==> config.mk <==
export PLATFORM = sky130hd
export DESIGN_NAME = mastermind
export DESIGN_NICKNAME = d
export VERILOG_FILES = /design/src/design/mastermind_pkg.sv /design/src/design/button_pulse.sv /design/src/design/guess_entry.sv /design/src/design/game_regs.sv /design/src/design/game_core.sv /design/src/design/display_driver.sv /design/src/design/mastermind.sv
export VERILOG_INCLUDE_DIRS = /design/src /design/src/include
export SDC_FILE = /design/constraint.sdc
export NUM_CORES = 1
export LEC_CHECK = 0
export ABC_AREA = 1
export BUFFER_PORTS_ARGS = -buffer_cell sky130_fd_sc_hd__buf_2
export CAP_MARGIN = 10
export CORE_UTILIZATION = 30
export DETAILED_ROUTE_END_ITERATION = 16
export GPL_TIMING_DRIVEN = 0
export PLACE_DENSITY = 0.41
export SYNTH_ARGS = -nofsm -noshare
export SYNTH_HDL_FRONTEND = slang
export SYNTH_SLANG_ARGS = --single-unit
==> constraint.sdc <==
create_clock -name clk -period 6.3 [get_ports clk]
set_input_delay 1.26 -clock clk [delete_from_list [all_inputs] [get_ports clk]]
set_output_delay 1.26 -clock clk [all_outputs]
set_load 0.01 [all_outputs]
==> src/include/mastermind_config.svh <==
`ifndef MASTERMIND_CONFIG_SVH
`define MASTERMIND_CONFIG_SVH

// board game geometry
`define MM_PEGS            4
`define MM_COLOR_W         3
`define MM_MAX_TURNS       8
`define MM_TURN_W          3

// timing dividers, short values for simulation
`define MM_DEBOUNCE_CYCLES 16   // stable cycles before a press counts
`define MM_BLINK_DIV       64   // cycles per blink phase
`define MM_SCAN_DIV        8    // cycles per digit

// host register map, 5 bit byte addresses
`define MM_REG_CTRL        5'h00
`define MM_REG_CODE        5'h04
`define MM_REG_STATUS      5'h08
`define MM_REG_HIST_SEL    5'h0C
`define MM_REG_HIST_DATA   5'h10

`define MM_LFSR_TAPS       16'hB400 // galois taps 16,14,13,11

`endif

==> src/design/mastermind_pkg.sv <==
`include "mastermind_config.svh"

package mastermind_pkg;

    typedef logic [`MM_COLOR_W-1:0] color_t; // one peg colour, 8 values

    // secret code or guess, host sees raw word, core indexes pegs
    typedef union packed {
        logic [`MM_PEGS*`MM_COLOR_W-1:0] raw;
        color_t [`MM_PEGS-1:0]           pegs; // peg 0 in bits 2:0
    } code_u;

    typedef struct packed {
        logic [2:0] exact;   // right colour, right place
        logic [2:0] partial; // right colour, wrong place
    } feedback_t;

    // register block to core
    typedef struct packed {
        logic  new_game; // single cycle strobe
        logic  use_lfsr;
        logic  blink_en;
        code_u code;     // active secret code
    } game_ctrl_t;

    // core back to register block
    typedef struct packed {
        logic [`MM_TURN_W-1:0] turn;
        feedback_t             last_fb;
        logic                  won;
        logic                  lost;
        logic                  game_over; // won | lost
    } game_status_t;

endpackage

==> src/design/button_pulse.sv <==
`timescale 1ns/100ps
`include "mastermind_config.svh"

module button_pulse (
    input  logic clk,
    input  logic arst_n,
    input  logic btn,   // raw, async to clk
    output logic press  // one cycle per press
);

    localparam int CNT_W = $clog2(`MM_DEBOUNCE_CYCLES + 1);

    logic             sync1, sync2; // metastability chain
    logic             level;        // debounced level
    logic [CNT_W-1:0] cnt;

    always_ff @(posedge clk or negedge arst_n) begin
        if (!arst_n) begin
            sync1 <= 1'b0;
            sync2 <= 1'b0;
            level <= 1'b0;
            cnt   <= '0;
            press <= 1'b0;
        end else begin
            sync1 <= btn;
            sync2 <= sync1;
            press <= 1'b0;
            if (sync2 == level) begin
                cnt <= '0; // bounce or idle, restart
            end else if (cnt == CNT_W'(`MM_DEBOUNCE_CYCLES - 1)) begin
                cnt   <= '0;
                level <= sync2;
                press <= sync2; // rising level only
            end else begin
                cnt <= cnt + 1'b1;
            end
        end
    end

endmodule

==> src/design/guess_entry.sv <==
`timescale 1ns/100ps

module guess_entry (
    input  logic                  clk,
    input  logic                  arst_n,
    input  logic                  enable, // edit mode, switch down
    input  logic                  left,
    input  logic                  right,
    input  logic                  up,
    input  logic                  down,
    input  logic                  clear,  // new game or submitted guess
    output mastermind_pkg::code_u guess,
    output logic [1:0]            cursor
);

    always_ff @(posedge clk or negedge arst_n) begin
        if (!arst_n) begin
            guess  <= '0;
            cursor <= '0;
        end else if (clear) begin
            guess  <= '0; // all pegs back to colour 0
            cursor <= '0;
        end else if (enable) begin
            // 2 bit cursor wraps on its own
            if (right) begin
                cursor <= cursor + 1'b1;
            end else if (left) begin
                cursor <= cursor - 1'b1;
            end
            // colour steps mod 8 through natural overflow
            if (up) begin
                guess.pegs[cursor] <= guess.pegs[cursor] + 1'b1;
            end else if (down) begin
                guess.pegs[cursor] <= guess.pegs[cursor] - 1'b1;
            end
        end
    end

endmodule

==> src/design/game_regs.sv <==
`timescale 1ns/100ps
`include "mastermind_config.svh"

module game_regs (
    input  logic                         clk,
    input  logic                         arst_n,
    // axi4-lite slave
    input  logic [4:0]                   s_awaddr,
    input  logic                         s_awvalid,
    output logic                         s_awready,
    input  logic [31:0]                  s_wdata,
    input  logic                         s_wvalid,
    output logic                         s_wready,
    output logic [1:0]                   s_bresp,
    output logic                         s_bvalid,
    input  logic                         s_bready,
    input  logic [4:0]                   s_araddr,
    input  logic                         s_arvalid,
    output logic                         s_arready,
    output logic [31:0]                  s_rdata,
    output logic [1:0]                   s_rresp,
    output logic                         s_rvalid,
    input  logic                         s_rready,
    // game core side
    output mastermind_pkg::game_ctrl_t   ctrl,
    input  mastermind_pkg::game_status_t status,
    output logic [`MM_TURN_W-1:0]        hist_sel,
    input  mastermind_pkg::code_u        hist_data,
    input  mastermind_pkg::feedback_t    hist_fb
);

    logic [15:0] lfsr;     // free running code source
    logic [11:0] code_wr;  // last host written code
    logic        wr_go, wr_fire, ar_go;
    logic [31:0] rd_mux;

    assign s_bresp = 2'b00; // always okay
    assign s_rresp = 2'b00;

    // ready pulses once both channels are valid and no response pending
    assign wr_go   = s_awvalid && s_wvalid && !s_awready && !s_bvalid;
    assign wr_fire = s_awready && s_awvalid && s_wvalid;
    assign ar_go   = s_arvalid && !s_arready && !s_rvalid;

    always_ff @(posedge clk or negedge arst_n) begin
        if (!arst_n) begin
            lfsr <= 16'hACE1; // any nonzero seed
        end else begin
            lfsr <= lfsr[0] ? ((lfsr >> 1) ^ `MM_LFSR_TAPS) : (lfsr >> 1);
        end
    end

    // write channel and control registers
    always_ff @(posedge clk or negedge arst_n) begin
        if (!arst_n) begin
            s_awready     <= 1'b0;
            s_wready      <= 1'b0;
            s_bvalid      <= 1'b0;
            ctrl          <= '0;
            ctrl.blink_en <= 1'b1; // blinking on out of reset
            code_wr       <= '0;
            hist_sel      <= '0;
        end else begin
            s_awready     <= wr_go;
            s_wready      <= wr_go;
            ctrl.new_game <= 1'b0; // strobe
            if (wr_fire) begin
                s_bvalid <= 1'b1;
                case (s_awaddr)
                    `MM_REG_CTRL: begin
                        ctrl.new_game <= s_wdata[0];
                        ctrl.use_lfsr <= s_wdata[1];
                        ctrl.blink_en <= s_wdata[2];
                        if (s_wdata[0]) begin // new game picks the code source
                            ctrl.code.raw <= s_wdata[1] ? lfsr[11:0] : code_wr;
                        end
                    end
                    `MM_REG_CODE: begin
                        code_wr       <= s_wdata[11:0];
                        ctrl.code.raw <= s_wdata[11:0];
                    end
                    `MM_REG_HIST_SEL: hist_sel <= s_wdata[`MM_TURN_W-1:0];
                    default: ; // status, hist_data read only
                endcase
            end else if (s_bready) begin
                s_bvalid <= 1'b0;
            end
        end
    end

    always_comb begin
        case (s_araddr)
            `MM_REG_CTRL:      rd_mux = {29'b0, ctrl.blink_en, ctrl.use_lfsr, 1'b0};
            `MM_REG_CODE:      rd_mux = 32'(ctrl.code.raw);
            `MM_REG_STATUS:    rd_mux = 32'(status);
            `MM_REG_HIST_SEL:  rd_mux = 32'(hist_sel);
            `MM_REG_HIST_DATA: rd_mux = 32'({hist_fb, hist_data.raw}); // fb in 17:12
            default:           rd_mux = '0;
        endcase
    end

    // read channel
    always_ff @(posedge clk or negedge arst_n) begin
        if (!arst_n) begin
            s_arready <= 1'b0;
            s_rvalid  <= 1'b0;
        end else begin
            s_arready <= ar_go;
            if (s_arready && s_arvalid) begin
                s_rvalid <= 1'b1;
            end else if (s_rready) begin
                s_rvalid <= 1'b0;
            end
        end
    end

    always_ff @(posedge clk) begin
        if (s_arready && s_arvalid) begin
            s_rdata <= rd_mux; // held until rready
        end
    end

endmodule

==> src/design/game_core.sv <==
`timescale 1ns/100ps
`include "mastermind_config.svh"

module game_core (
    input  logic                         clk,
    input  logic                         arst_n,
    input  mastermind_pkg::game_ctrl_t   ctrl,
    output mastermind_pkg::game_status_t status,
    input  logic                         select,
    input  logic                         mode,   // high to browse history
    input  logic                         up,
    input  logic                         down,
    input  mastermind_pkg::code_u        guess,
    input  logic [`MM_TURN_W-1:0]        hist_sel,
    output mastermind_pkg::code_u        hist_data,
    output mastermind_pkg::feedback_t    hist_fb,
    output mastermind_pkg::code_u        show_code,
    output mastermind_pkg::feedback_t    show_fb,
    output logic [`MM_MAX_TURNS-1:0]     turn_onehot
);

    import mastermind_pkg::*;

    localparam logic [`MM_TURN_W-1:0] LAST_TURN = `MM_TURN_W'(`MM_MAX_TURNS - 1);

    code_u                   hist_guess [`MM_MAX_TURNS]; // guess of each turn
    feedback_t               hist_score [`MM_MAX_TURNS];
    logic [`MM_MAX_TURNS-1:0] hist_valid;
    logic [`MM_TURN_W-1:0]   rev_ptr;   // browsed turn
    feedback_t               fb_now;
    logic                    take;

    // exact matches, then colour overlap minus exact
    function automatic feedback_t score(input code_u g, input code_u c);
        feedback_t  fb;
        logic [2:0] ex, common, ng, nc;
        ex     = '0;
        common = '0;
        for (int i = 0; i < `MM_PEGS; i++) begin
            ex += 3'(g.pegs[i] == c.pegs[i]);
        end
        for (int col = 0; col < (1 << `MM_COLOR_W); col++) begin
            ng = '0;
            nc = '0;
            for (int i = 0; i < `MM_PEGS; i++) begin
                ng += 3'(g.pegs[i] == color_t'(col));
                nc += 3'(c.pegs[i] == color_t'(col));
            end
            common += (ng < nc) ? ng : nc; // min of occurrences
        end
        fb.exact   = ex;
        fb.partial = common - ex;
        return fb;
    endfunction

    assign fb_now = score(guess, ctrl.code);
    assign take   = select && !mode && !status.game_over;

    always_ff @(posedge clk) begin
        if (take) begin
            hist_guess[status.turn] <= guess;
            hist_score[status.turn] <= fb_now;
        end
    end

    always_ff @(posedge clk or negedge arst_n) begin
        if (!arst_n) begin
            status     <= '0;
            hist_valid <= '0;
            rev_ptr    <= '0;
        end else if (ctrl.new_game) begin
            status     <= '0; // fresh board
            hist_valid <= '0;
            rev_ptr    <= '0;
        end else begin
            if (take) begin
                hist_valid[status.turn] <= 1'b1;
                status.last_fb          <= fb_now;
                if (status.turn != LAST_TURN) begin
                    status.turn <= status.turn + 1'b1; // saturates on the last slot
                end
                if (fb_now.exact == 3'(`MM_PEGS)) begin
                    status.won       <= 1'b1;
                    status.game_over <= 1'b1;
                end else if (status.turn == LAST_TURN) begin
                    status.lost      <= 1'b1; // out of turns
                    status.game_over <= 1'b1;
                end
            end
            // browse only over stored turns
            if (mode && up && rev_ptr != LAST_TURN && hist_valid[rev_ptr + 1'b1]) begin
                rev_ptr <= rev_ptr + 1'b1;
            end else if (mode && down && rev_ptr != '0) begin
                rev_ptr <= rev_ptr - 1'b1;
            end
        end
    end

    // host history port
    assign hist_data = hist_valid[hist_sel] ? hist_guess[hist_sel] : '0;
    assign hist_fb   = hist_valid[hist_sel] ? hist_score[hist_sel] : '0;

    always_comb begin
        if (mode) begin
            show_code = hist_valid[rev_ptr] ? hist_guess[rev_ptr] : '0;
            show_fb   = hist_valid[rev_ptr] ? hist_score[rev_ptr] : '0;
        end else begin
            show_code = guess;          // live edit
            show_fb   = status.last_fb;
        end
    end

    assign turn_onehot = `MM_MAX_TURNS'(1) << status.turn;

endmodule

==> src/design/display_driver.sv <==
`timescale 1ns/100ps
`include "mastermind_config.svh"

module display_driver (
    input  logic                      clk,
    input  logic                      arst_n,
    input  logic                      blink_en,
    input  logic                      mode,
    input  logic [1:0]                cursor,
    input  mastermind_pkg::code_u     show_code,
    input  mastermind_pkg::feedback_t show_fb,
    input  logic [`MM_MAX_TURNS-1:0]  turn_onehot,
    output logic [7:0]                seg,   // dp + g..a, active low
    output logic [3:0]                an,    // active low
    output logic [2:0]                rgb0_out,
    output logic [2:0]                rgb1_out,
    output logic [2:0]                rgb2_out,
    output logic [2:0]                rgb3_out,
    output logic [7:0]                sw_led
);

    localparam int BLINK_W = $clog2(`MM_BLINK_DIV);
    localparam int SCAN_W  = $clog2(`MM_SCAN_DIV);

    logic [BLINK_W-1:0] blink_cnt;
    logic [SCAN_W-1:0]  scan_cnt;
    logic               phase;    // low is the dark half
    logic [1:0]         digit;
    logic               scan_on;  // anodes stay off until first tick
    logic               dark;
    logic [2:0]         rgb [`MM_PEGS];

    always_ff @(posedge clk or negedge arst_n) begin
        if (!arst_n) begin
            blink_cnt <= '0;
            scan_cnt  <= '0;
            phase     <= 1'b1;
            digit     <= '0;
            scan_on   <= 1'b0;
        end else begin
            blink_cnt <= (blink_cnt == BLINK_W'(`MM_BLINK_DIV - 1)) ? '0 : blink_cnt + 1'b1;
            scan_cnt  <= (scan_cnt == SCAN_W'(`MM_SCAN_DIV - 1)) ? '0 : scan_cnt + 1'b1;
            if (blink_cnt == BLINK_W'(`MM_BLINK_DIV - 1)) phase <= !phase; // blink tick
            if (scan_cnt == SCAN_W'(`MM_SCAN_DIV - 1)) begin                // scan tick
                scan_on <= 1'b1;
                digit   <= scan_on ? digit + 1'b1 : '0;
            end
        end
    end

    function automatic logic [6:0] seg7(input logic [2:0] n);
        case (n) // gfedcba, 0 lights
            3'd0:    return 7'b1000000;
            3'd1:    return 7'b1111001;
            3'd2:    return 7'b0100100;
            3'd3:    return 7'b0110000;
            3'd4:    return 7'b0011001;
            3'd5:    return 7'b0010010;
            3'd6:    return 7'b0000010;
            default: return 7'b1111000; // 7
        endcase
    endfunction

    assign an = scan_on ? ~(4'b0001 << digit) : 4'hF;

    always_comb begin
        case (digit)
            2'd3:    seg = {1'b1, seg7(show_fb.exact)};
            2'd2:    seg = {1'b1, seg7(show_fb.partial)};
            default: seg = 8'hFF; // blank
        endcase
    end

    // selected peg goes dark in the off phase while editing
    assign dark = blink_en && !mode && !phase;

    always_comb begin
        for (int i = 0; i < `MM_PEGS; i++) begin
            rgb[i] = (dark && cursor == 2'(i)) ? 3'b000 : show_code.pegs[i];
        end
    end

    assign rgb0_out = rgb[0];
    assign rgb1_out = rgb[1];
    assign rgb2_out = rgb[2];
    assign rgb3_out = rgb[3];
    assign sw_led   = 8'(turn_onehot); // one-hot turn above the switches

endmodule

==> src/design/mastermind.sv <==
`timescale 1ns/100ps
`include "mastermind_config.svh"

module mastermind (
    input  logic        clk,
    input  logic        arst_n,
    input  logic        sw,        // mode, up to browse history
    input  logic        btn_s,     // select
    input  logic        btn_r,
    input  logic        btn_l,
    input  logic        btn_u,
    input  logic        btn_d,
    input  logic [4:0]  s_awaddr,
    input  logic        s_awvalid,
    output logic        s_awready,
    input  logic [31:0] s_wdata,
    input  logic        s_wvalid,
    output logic        s_wready,
    output logic [1:0]  s_bresp,
    output logic        s_bvalid,
    input  logic        s_bready,
    input  logic [4:0]  s_araddr,
    input  logic        s_arvalid,
    output logic        s_arready,
    output logic [31:0] s_rdata,
    output logic [1:0]  s_rresp,
    output logic        s_rvalid,
    input  logic        s_rready,
    output logic [7:0]  seg,
    output logic [3:0]  an,
    output logic [2:0]  rgb0_out,
    output logic [2:0]  rgb1_out,
    output logic [2:0]  rgb2_out,
    output logic [2:0]  rgb3_out,
    output logic [7:0]  sw_led
);

    import mastermind_pkg::*;

    logic [4:0]               btn_raw, press; // d, u, l, r, s
    logic [1:0]               cursor;
    logic [`MM_TURN_W-1:0]    hist_sel;
    logic [`MM_MAX_TURNS-1:0] turn_onehot;
    code_u                    guess, hist_data, show_code;
    feedback_t                hist_fb, show_fb;
    game_ctrl_t               ctrl;
    game_status_t             status;

    assign btn_raw = {btn_d, btn_u, btn_l, btn_r, btn_s};

    for (genvar i = 0; i < 5; i++) begin : g_btn
        button_pulse btn_i (.clk(clk), .arst_n(arst_n), .btn(btn_raw[i]), .press(press[i]));
    end

    guess_entry guess_i (
        .clk(clk), .arst_n(arst_n),
        .enable(!sw),
        .left(press[2]), .right(press[1]), .up(press[3]), .down(press[4]),
        .clear(ctrl.new_game || press[0]), // fresh guess after submit
        .guess(guess), .cursor(cursor)
    );

    game_regs regs_i (
        .clk(clk), .arst_n(arst_n),
        .s_awaddr(s_awaddr), .s_awvalid(s_awvalid), .s_awready(s_awready),
        .s_wdata(s_wdata), .s_wvalid(s_wvalid), .s_wready(s_wready),
        .s_bresp(s_bresp), .s_bvalid(s_bvalid), .s_bready(s_bready),
        .s_araddr(s_araddr), .s_arvalid(s_arvalid), .s_arready(s_arready),
        .s_rdata(s_rdata), .s_rresp(s_rresp), .s_rvalid(s_rvalid), .s_rready(s_rready),
        .ctrl(ctrl), .status(status),
        .hist_sel(hist_sel), .hist_data(hist_data), .hist_fb(hist_fb)
    );

    game_core core_i (
        .clk(clk), .arst_n(arst_n), .ctrl(ctrl), .status(status),
        .select(press[0]), .mode(sw), .up(press[3]), .down(press[4]),
        .guess(guess), .hist_sel(hist_sel), .hist_data(hist_data), .hist_fb(hist_fb),
        .show_code(show_code), .show_fb(show_fb), .turn_onehot(turn_onehot)
    );

    display_driver disp_i (
        .clk(clk), .arst_n(arst_n),
        .blink_en(ctrl.blink_en), .mode(sw), .cursor(cursor),
        .show_code(show_code), .show_fb(show_fb), .turn_onehot(turn_onehot),
        .seg(seg), .an(an),
        .rgb0_out(rgb0_out), .rgb1_out(rgb1_out), .rgb2_out(rgb2_out), .rgb3_out(rgb3_out),
        .sw_led(sw_led)
    );

endmodule

==> Word level (Yosys, flattened, before mapping) <==
Memories as Yosys holds them, arrays and structs flattened.
Index checks and enable logic that the tools add are counted.
{ "word_totals": {"reg_bits": 177, "mem_bits_rw": 144, "in_bits": 55, "elab_cells": 418, "memories": 2} }
{ "mem_list": {"columns": ["name", "words", "word_bits", "rd", "rd_ports_with_merged_regs", "wr", "line", "source"], "rows": [
  ["core_i.hist_guess", 8, 12, 2, 0, 1, "game_core.sv:26", "code_u hist_guess [`MM_MAX_TURNS];"],
  ["core_i.hist_score", 8, 6, 2, 0, 1, "game_core.sv:27", "feedback_t hist_score [`MM_MAX_TURNS];"]
]} }
{ "op_classes": {"addsub": 74, "order_cmp": 15, "n_eq_ne": 102, "shifts": 2, "n_mux": 92, "bitwise": 8, "n_reduce_logical": 71} }
{ "ops": {"columns": ["cell", "n"], "rows": [
  ["$mux W12", 11],
  ["$eq A3 B3 Y1 const B", 41],
  ["$add A3 B1 Y3", 34],
  ["$pmux W7 S7", 2],
  ["$pmux W18 S5", 1],
  ["$eq A3 B2 Y1 const B", 20],
  ["$mux W3", 20],
  ["$mux W5", 10],
  ["$eq A5 B4 Y1 const B", 8],
  ["$add A1 B1 Y2", 17],
  ["$eq A3 B1 Y1 const B", 10],
  ["$logic_not A3 Y1", 10],
  ["$reduce_and A2 Y1", 13],
  ["$add A5 B1 Y5 const B", 5],
  ["$bwmux W12", 2],
  ["$lt A3 B3 Y1", 8],
  ["$mux W6", 4],
  ["$pmux W12 S2", 1],
  ["$logic_and A1 B1 Y1", 23],
  ["$mux W1", 23],
  ["$add A3 B3 Y3", 7],
  ["$lt A3 B4 Y1 const B", 4],
  ["$mux W16", 1],
  ["$mux W8", 2],
  ["other kinds (40)", 87]
]} }

==> Depth between registers and ports, before layout <==
{ "depth": {"word_depth": 16, "mapped_depth": 28, "ltp_nobuf": 28} }

==> Cells and area by module <==
A second synthesis with hierarchy kept.
{ "unflattened": {"hier_cells": 2174, "area_unflattened_um2": 18188.7} }
{ "modules_own_cells": {"columns": ["mod", "n_inst", "cells_each", "area_each_um2"], "rows": [
  ["game_core", 1, 1345, 11188.2],
  ["game_regs", 1, 361, 3313.2],
  ["button_pulse", 5, 38, 355.3],
  ["display_driver", 1, 152, 1016.0],
  ["guess_entry", 1, 122, 879.6],
  ["mastermind", 1, 4, 15.0]
]} }

==> Least setup slack after synthesis <==
No wires, ideal clock.
{ "synth_timing": {"path_type": "reg2reg", "from": "register guess_i.guess[4] (netlist name)", "to": "memory core_i.hist_score[0][2] (netlist name) (data pin)", "setup_ns": 0.289, "arrival_ns": 4.712, "required_ns": 6.011, "path_slack_ns": 1.299, "stages_incl_launch_ff": 24, "cell_sequence": "dfrtp_1 -> clkbuf_1 -> inv_1 -> nor3_1 -> ha_1 -> inv_1 -> fa_1 -> inv_1 -> ha_1 -> ha_1 -> o211ai_1 -> nand2_1 -> a21oi_1 -> fa_1 -> fa_1 -> fa_1 -> xor2_1 -> or2_2 -> nand2_1 -> nand2_1 -> nand2_1 -> inv_1 -> nand2_1 -> nand2_1"} }
{ "synth_rtl": {"columns": ["item", "line", "source"], "rows": [
  ["start, declared", "guess_entry.sv:12", "output mastermind_pkg::code_u guess,"],
  ["end, declared", "game_core.sv:27", null]
]} }

==> impl_results.md <==
- Fin. Hold Viols: 0
- Antenna violations before repair: 3
- Final Cycle Share: 93.3%
- Area share of the largest cell type after synthesis: 28.0%
- Met1 WL: 27.1 mm
- H-tree Lvls: 2
- # diodes: 0
- Setup TNS Final: 0 ps
- Max-slew violations: 0
- # fillers: 5920
- Via Count: 14413
- Worst vdd ir: 0.240 mV
- # setup viols final: 0
- CP Capture Type: register
- DR WL met3: 3.47 mm
- Worst Tran Pin Value: 1020 ps
- Relative slew margins: 31.8%
- Power per Cell Area: 280 nW/um^2
- Fin Clk Skew: 20.5 ps
- Cts bufs inserted: 39
- Multi-input gate area: 7460 sq um
- Final #Nets: 2277
- Outcome: finished clean
- Leak: 0.00893 uW
- Most common cell after layout, fill and taps aside: nand2_1
- GR Overflow Total: 0
- Crit path DAT: 6070 ps
- Synth unique cells: 54
- Minimum hold slack: 345 ps
- DR WL met2: 28.0 mm
- Syn_area_per_cell: 8.86 sq um
- Hold crit path type: reg -> reg
- Fmax: 170 MHz
- Dpl cells: 2826
- GRT Resource Usage Total: 20.3%
- CP Max Fanout: 9
- Total power: 5640 uW
- Register area share after synthesis: 48.9%
- Clk slew on worst S/H paths: 50 ps
- Port Buffers: 88
- Sequential Area: 8510 sq um
- First-pass GRT wire length: 89.7 mm
- Yosys reg bits: 307
- Ys Warns: 0
- Post-Syn Area: 17400 sq um
- Critical path class: reg -> reg
- Tmin final: 5880 ps
- Critical Path RT: 6490 ps
- # hold bufs at CTS: 0
- Top Layer Used: met5
- GPL Wtd Cong: 0.856
- Die width: 243 um
- Top post-synthesis cells by area: edfxtp_1 (28%), dfrtp_1 (19%), nand2_1 (7.6%)
- Layout Cells excl Fill: 2890
- I/O pin total: 128
- TritonCTS clock tree: built
- ANT nets after route: 0
- RSZ-0062 raised after global routing: false
- Wire per inst: 20.7 um
- Finished Core Util: 35.5%
- Drc violations: 0
- DP HPWL: 42.2 mm
- Die area: 58900 sq um
- P&R area growth vs syn: 16.0%
- Largest net degree at the start of global routing: 80
- Max-cap violations: 0
- Max clock buf depth: 3
- Rows: 87
- Die height: 243 um
- Layout cells sized above 1: 12.0%
- Initial drt markers: 1172
- Vias per cell: 4.99
- CORE AREA: 56800 sq um
- Commonest cells after routing, fill and taps aside: nand2_1 (350), inv_1 (250), o21ai_0 (211)
- Post-synth top area cell: edfxtp_1
- Number of global-route vias before repair: 14291
- CTS Root Buffer Type: clkbuf_16
- Clock latency on the worst-skew pair: 560 ps
- Pre-antenna DRT Iters: 5
- Starting Density: 30.6%
- Synthesized netlist cell count: 1963
- CTS Sinks: 307
- Post-Route WL: 59.9 mm
- Setup crit start kind: register
## per-layer routing
metal	vias up	GRT usage (%)
li1	6800	-
met1	7067	27.9
met2	466	33.3
met3	78	2.75
met4	2	5.36
met5	-	0
## path summary, 6_finish.rpt
check,start,endpoint,slack [ps],depth (start not counted)
hold / removal,g_btn[2].btn_i.sync1,g_btn[2].btn_i.sync2,340,0
setup / recovery,guess_i.guess[2],core_i.hist_score[6][2],420,24
hold reg to reg,g_btn[2].btn_i.sync1,g_btn[2].btn_i.sync2,340,0
min in group asynchronous,arst_n,regs_i.lfsr[8],740,1
setup reg to reg,guess_i.guess[2],core_i.hist_score[6][2],420,24
max in group asynchronous,arst_n,disp_i.phase,4730,2
## logic make-up after synthesis
kind of cell | count (synthesis) | share of synthesized area, %
xor+xnor | 44 | 2.22
simple gates | 699 | 16.7
mux | 9 | 0.583
other cells | 2 | 0.0432
compound gates | 430 | 13.4
fa+ha+maj | 112 | 9.18
flops | 307 | 48.9
buf+inv | 360 | 8.88
## metrics by stage
step | setup WS [ps] | cell area [sq um]
after floorplan | 1300 | 17500
after global placement | 185 | 18800
after detailed placement | 188 | 19000
after CTS | 189 | 20200
after global routing | 31.3 | 20200
final | 423 | 20200
## Yosys cell counts (all sizes together)
library cell / count
a31oi: 2
o31ai: 1
or2: 8
nand3: 108
o21a: 4
nand2: 354
clkinv: 3
nor4: 3
fa: 26
o21bai: 2
mux2: 9
a31o: 2
o22ai: 19
a21oi: 133
edfxtp: 162
o21ai: 229
nor3b: 1
buf: 57
a211oi: 4
inv: 253
ha: 86
o211ai: 23
dfstp: 10
xor2: 29
conb: 2
xnor2: 15
nand3b: 1
nor3: 46
o2111ai: 1
o221ai: 8
clkbuf: 47
nand4: 6
nor2: 172
a32oi: 2
dfrtp: 135
## flip-flops by register name (all words and copies together) (netlist names), 6 cells and up
| signal | flops |
|---|---|
| core_i.hist_score | 48 |
| g_btn.btn_i.cnt | 25 |
| core_i.hist_guess | 96 |
| regs_i.lfsr | 16 |
| disp_i.blink_cnt | 6 |
| core_i.status | 12 |
| core_i.hist_valid | 8 |
| guess_i.guess | 12 |
| regs_i.ctrl | 15 |
| regs_i.s_rdata | 18 |
| regs_i.code_wr | 12 |
## critical path: stages, from the launching register on
cell,delay [ps]
dfrtp_1,610
clkbuf_2,310
inv_1,190
nor3_1,270
ha_1,170
inv_1,50
fa_1,400
inv_1,70
ha_1,240
ha_1,300
o211ai_1,80
nand2_1,120
nor2_1,120
a21oi_1,70
fa_1,590
fa_1,460
fa_1,440
xor2_1,180
or2_2,310
nand2_1,60
nand2_1,50
nand2_1,70
inv_1,40
nand2_1,40
nand2_1,280
## power by group
part           internal [uW]  switching [uW]
clock                   1270             893
combinational            322             798
sequential              2320            38.3
## area by class of cell
type,count,area share [%]
Buffer,103,2.87
Clock buffer,49,5.44
Clock inverter,16,0.558
Inverter,256,4.79
Multi-Input combinational cell,1313,37.0
Sequential cell,307,42.2
Tap cell,756,4.69
Timing Repair Buffer,90,2.49
## timing repair
item / CTS / global route
endpoints found under the setup margin: 0 / 9
gates resized for setup: 0 / 9
buffers inserted: 0 / 0
Note: power is estimated with default switching activity, not from simulation.
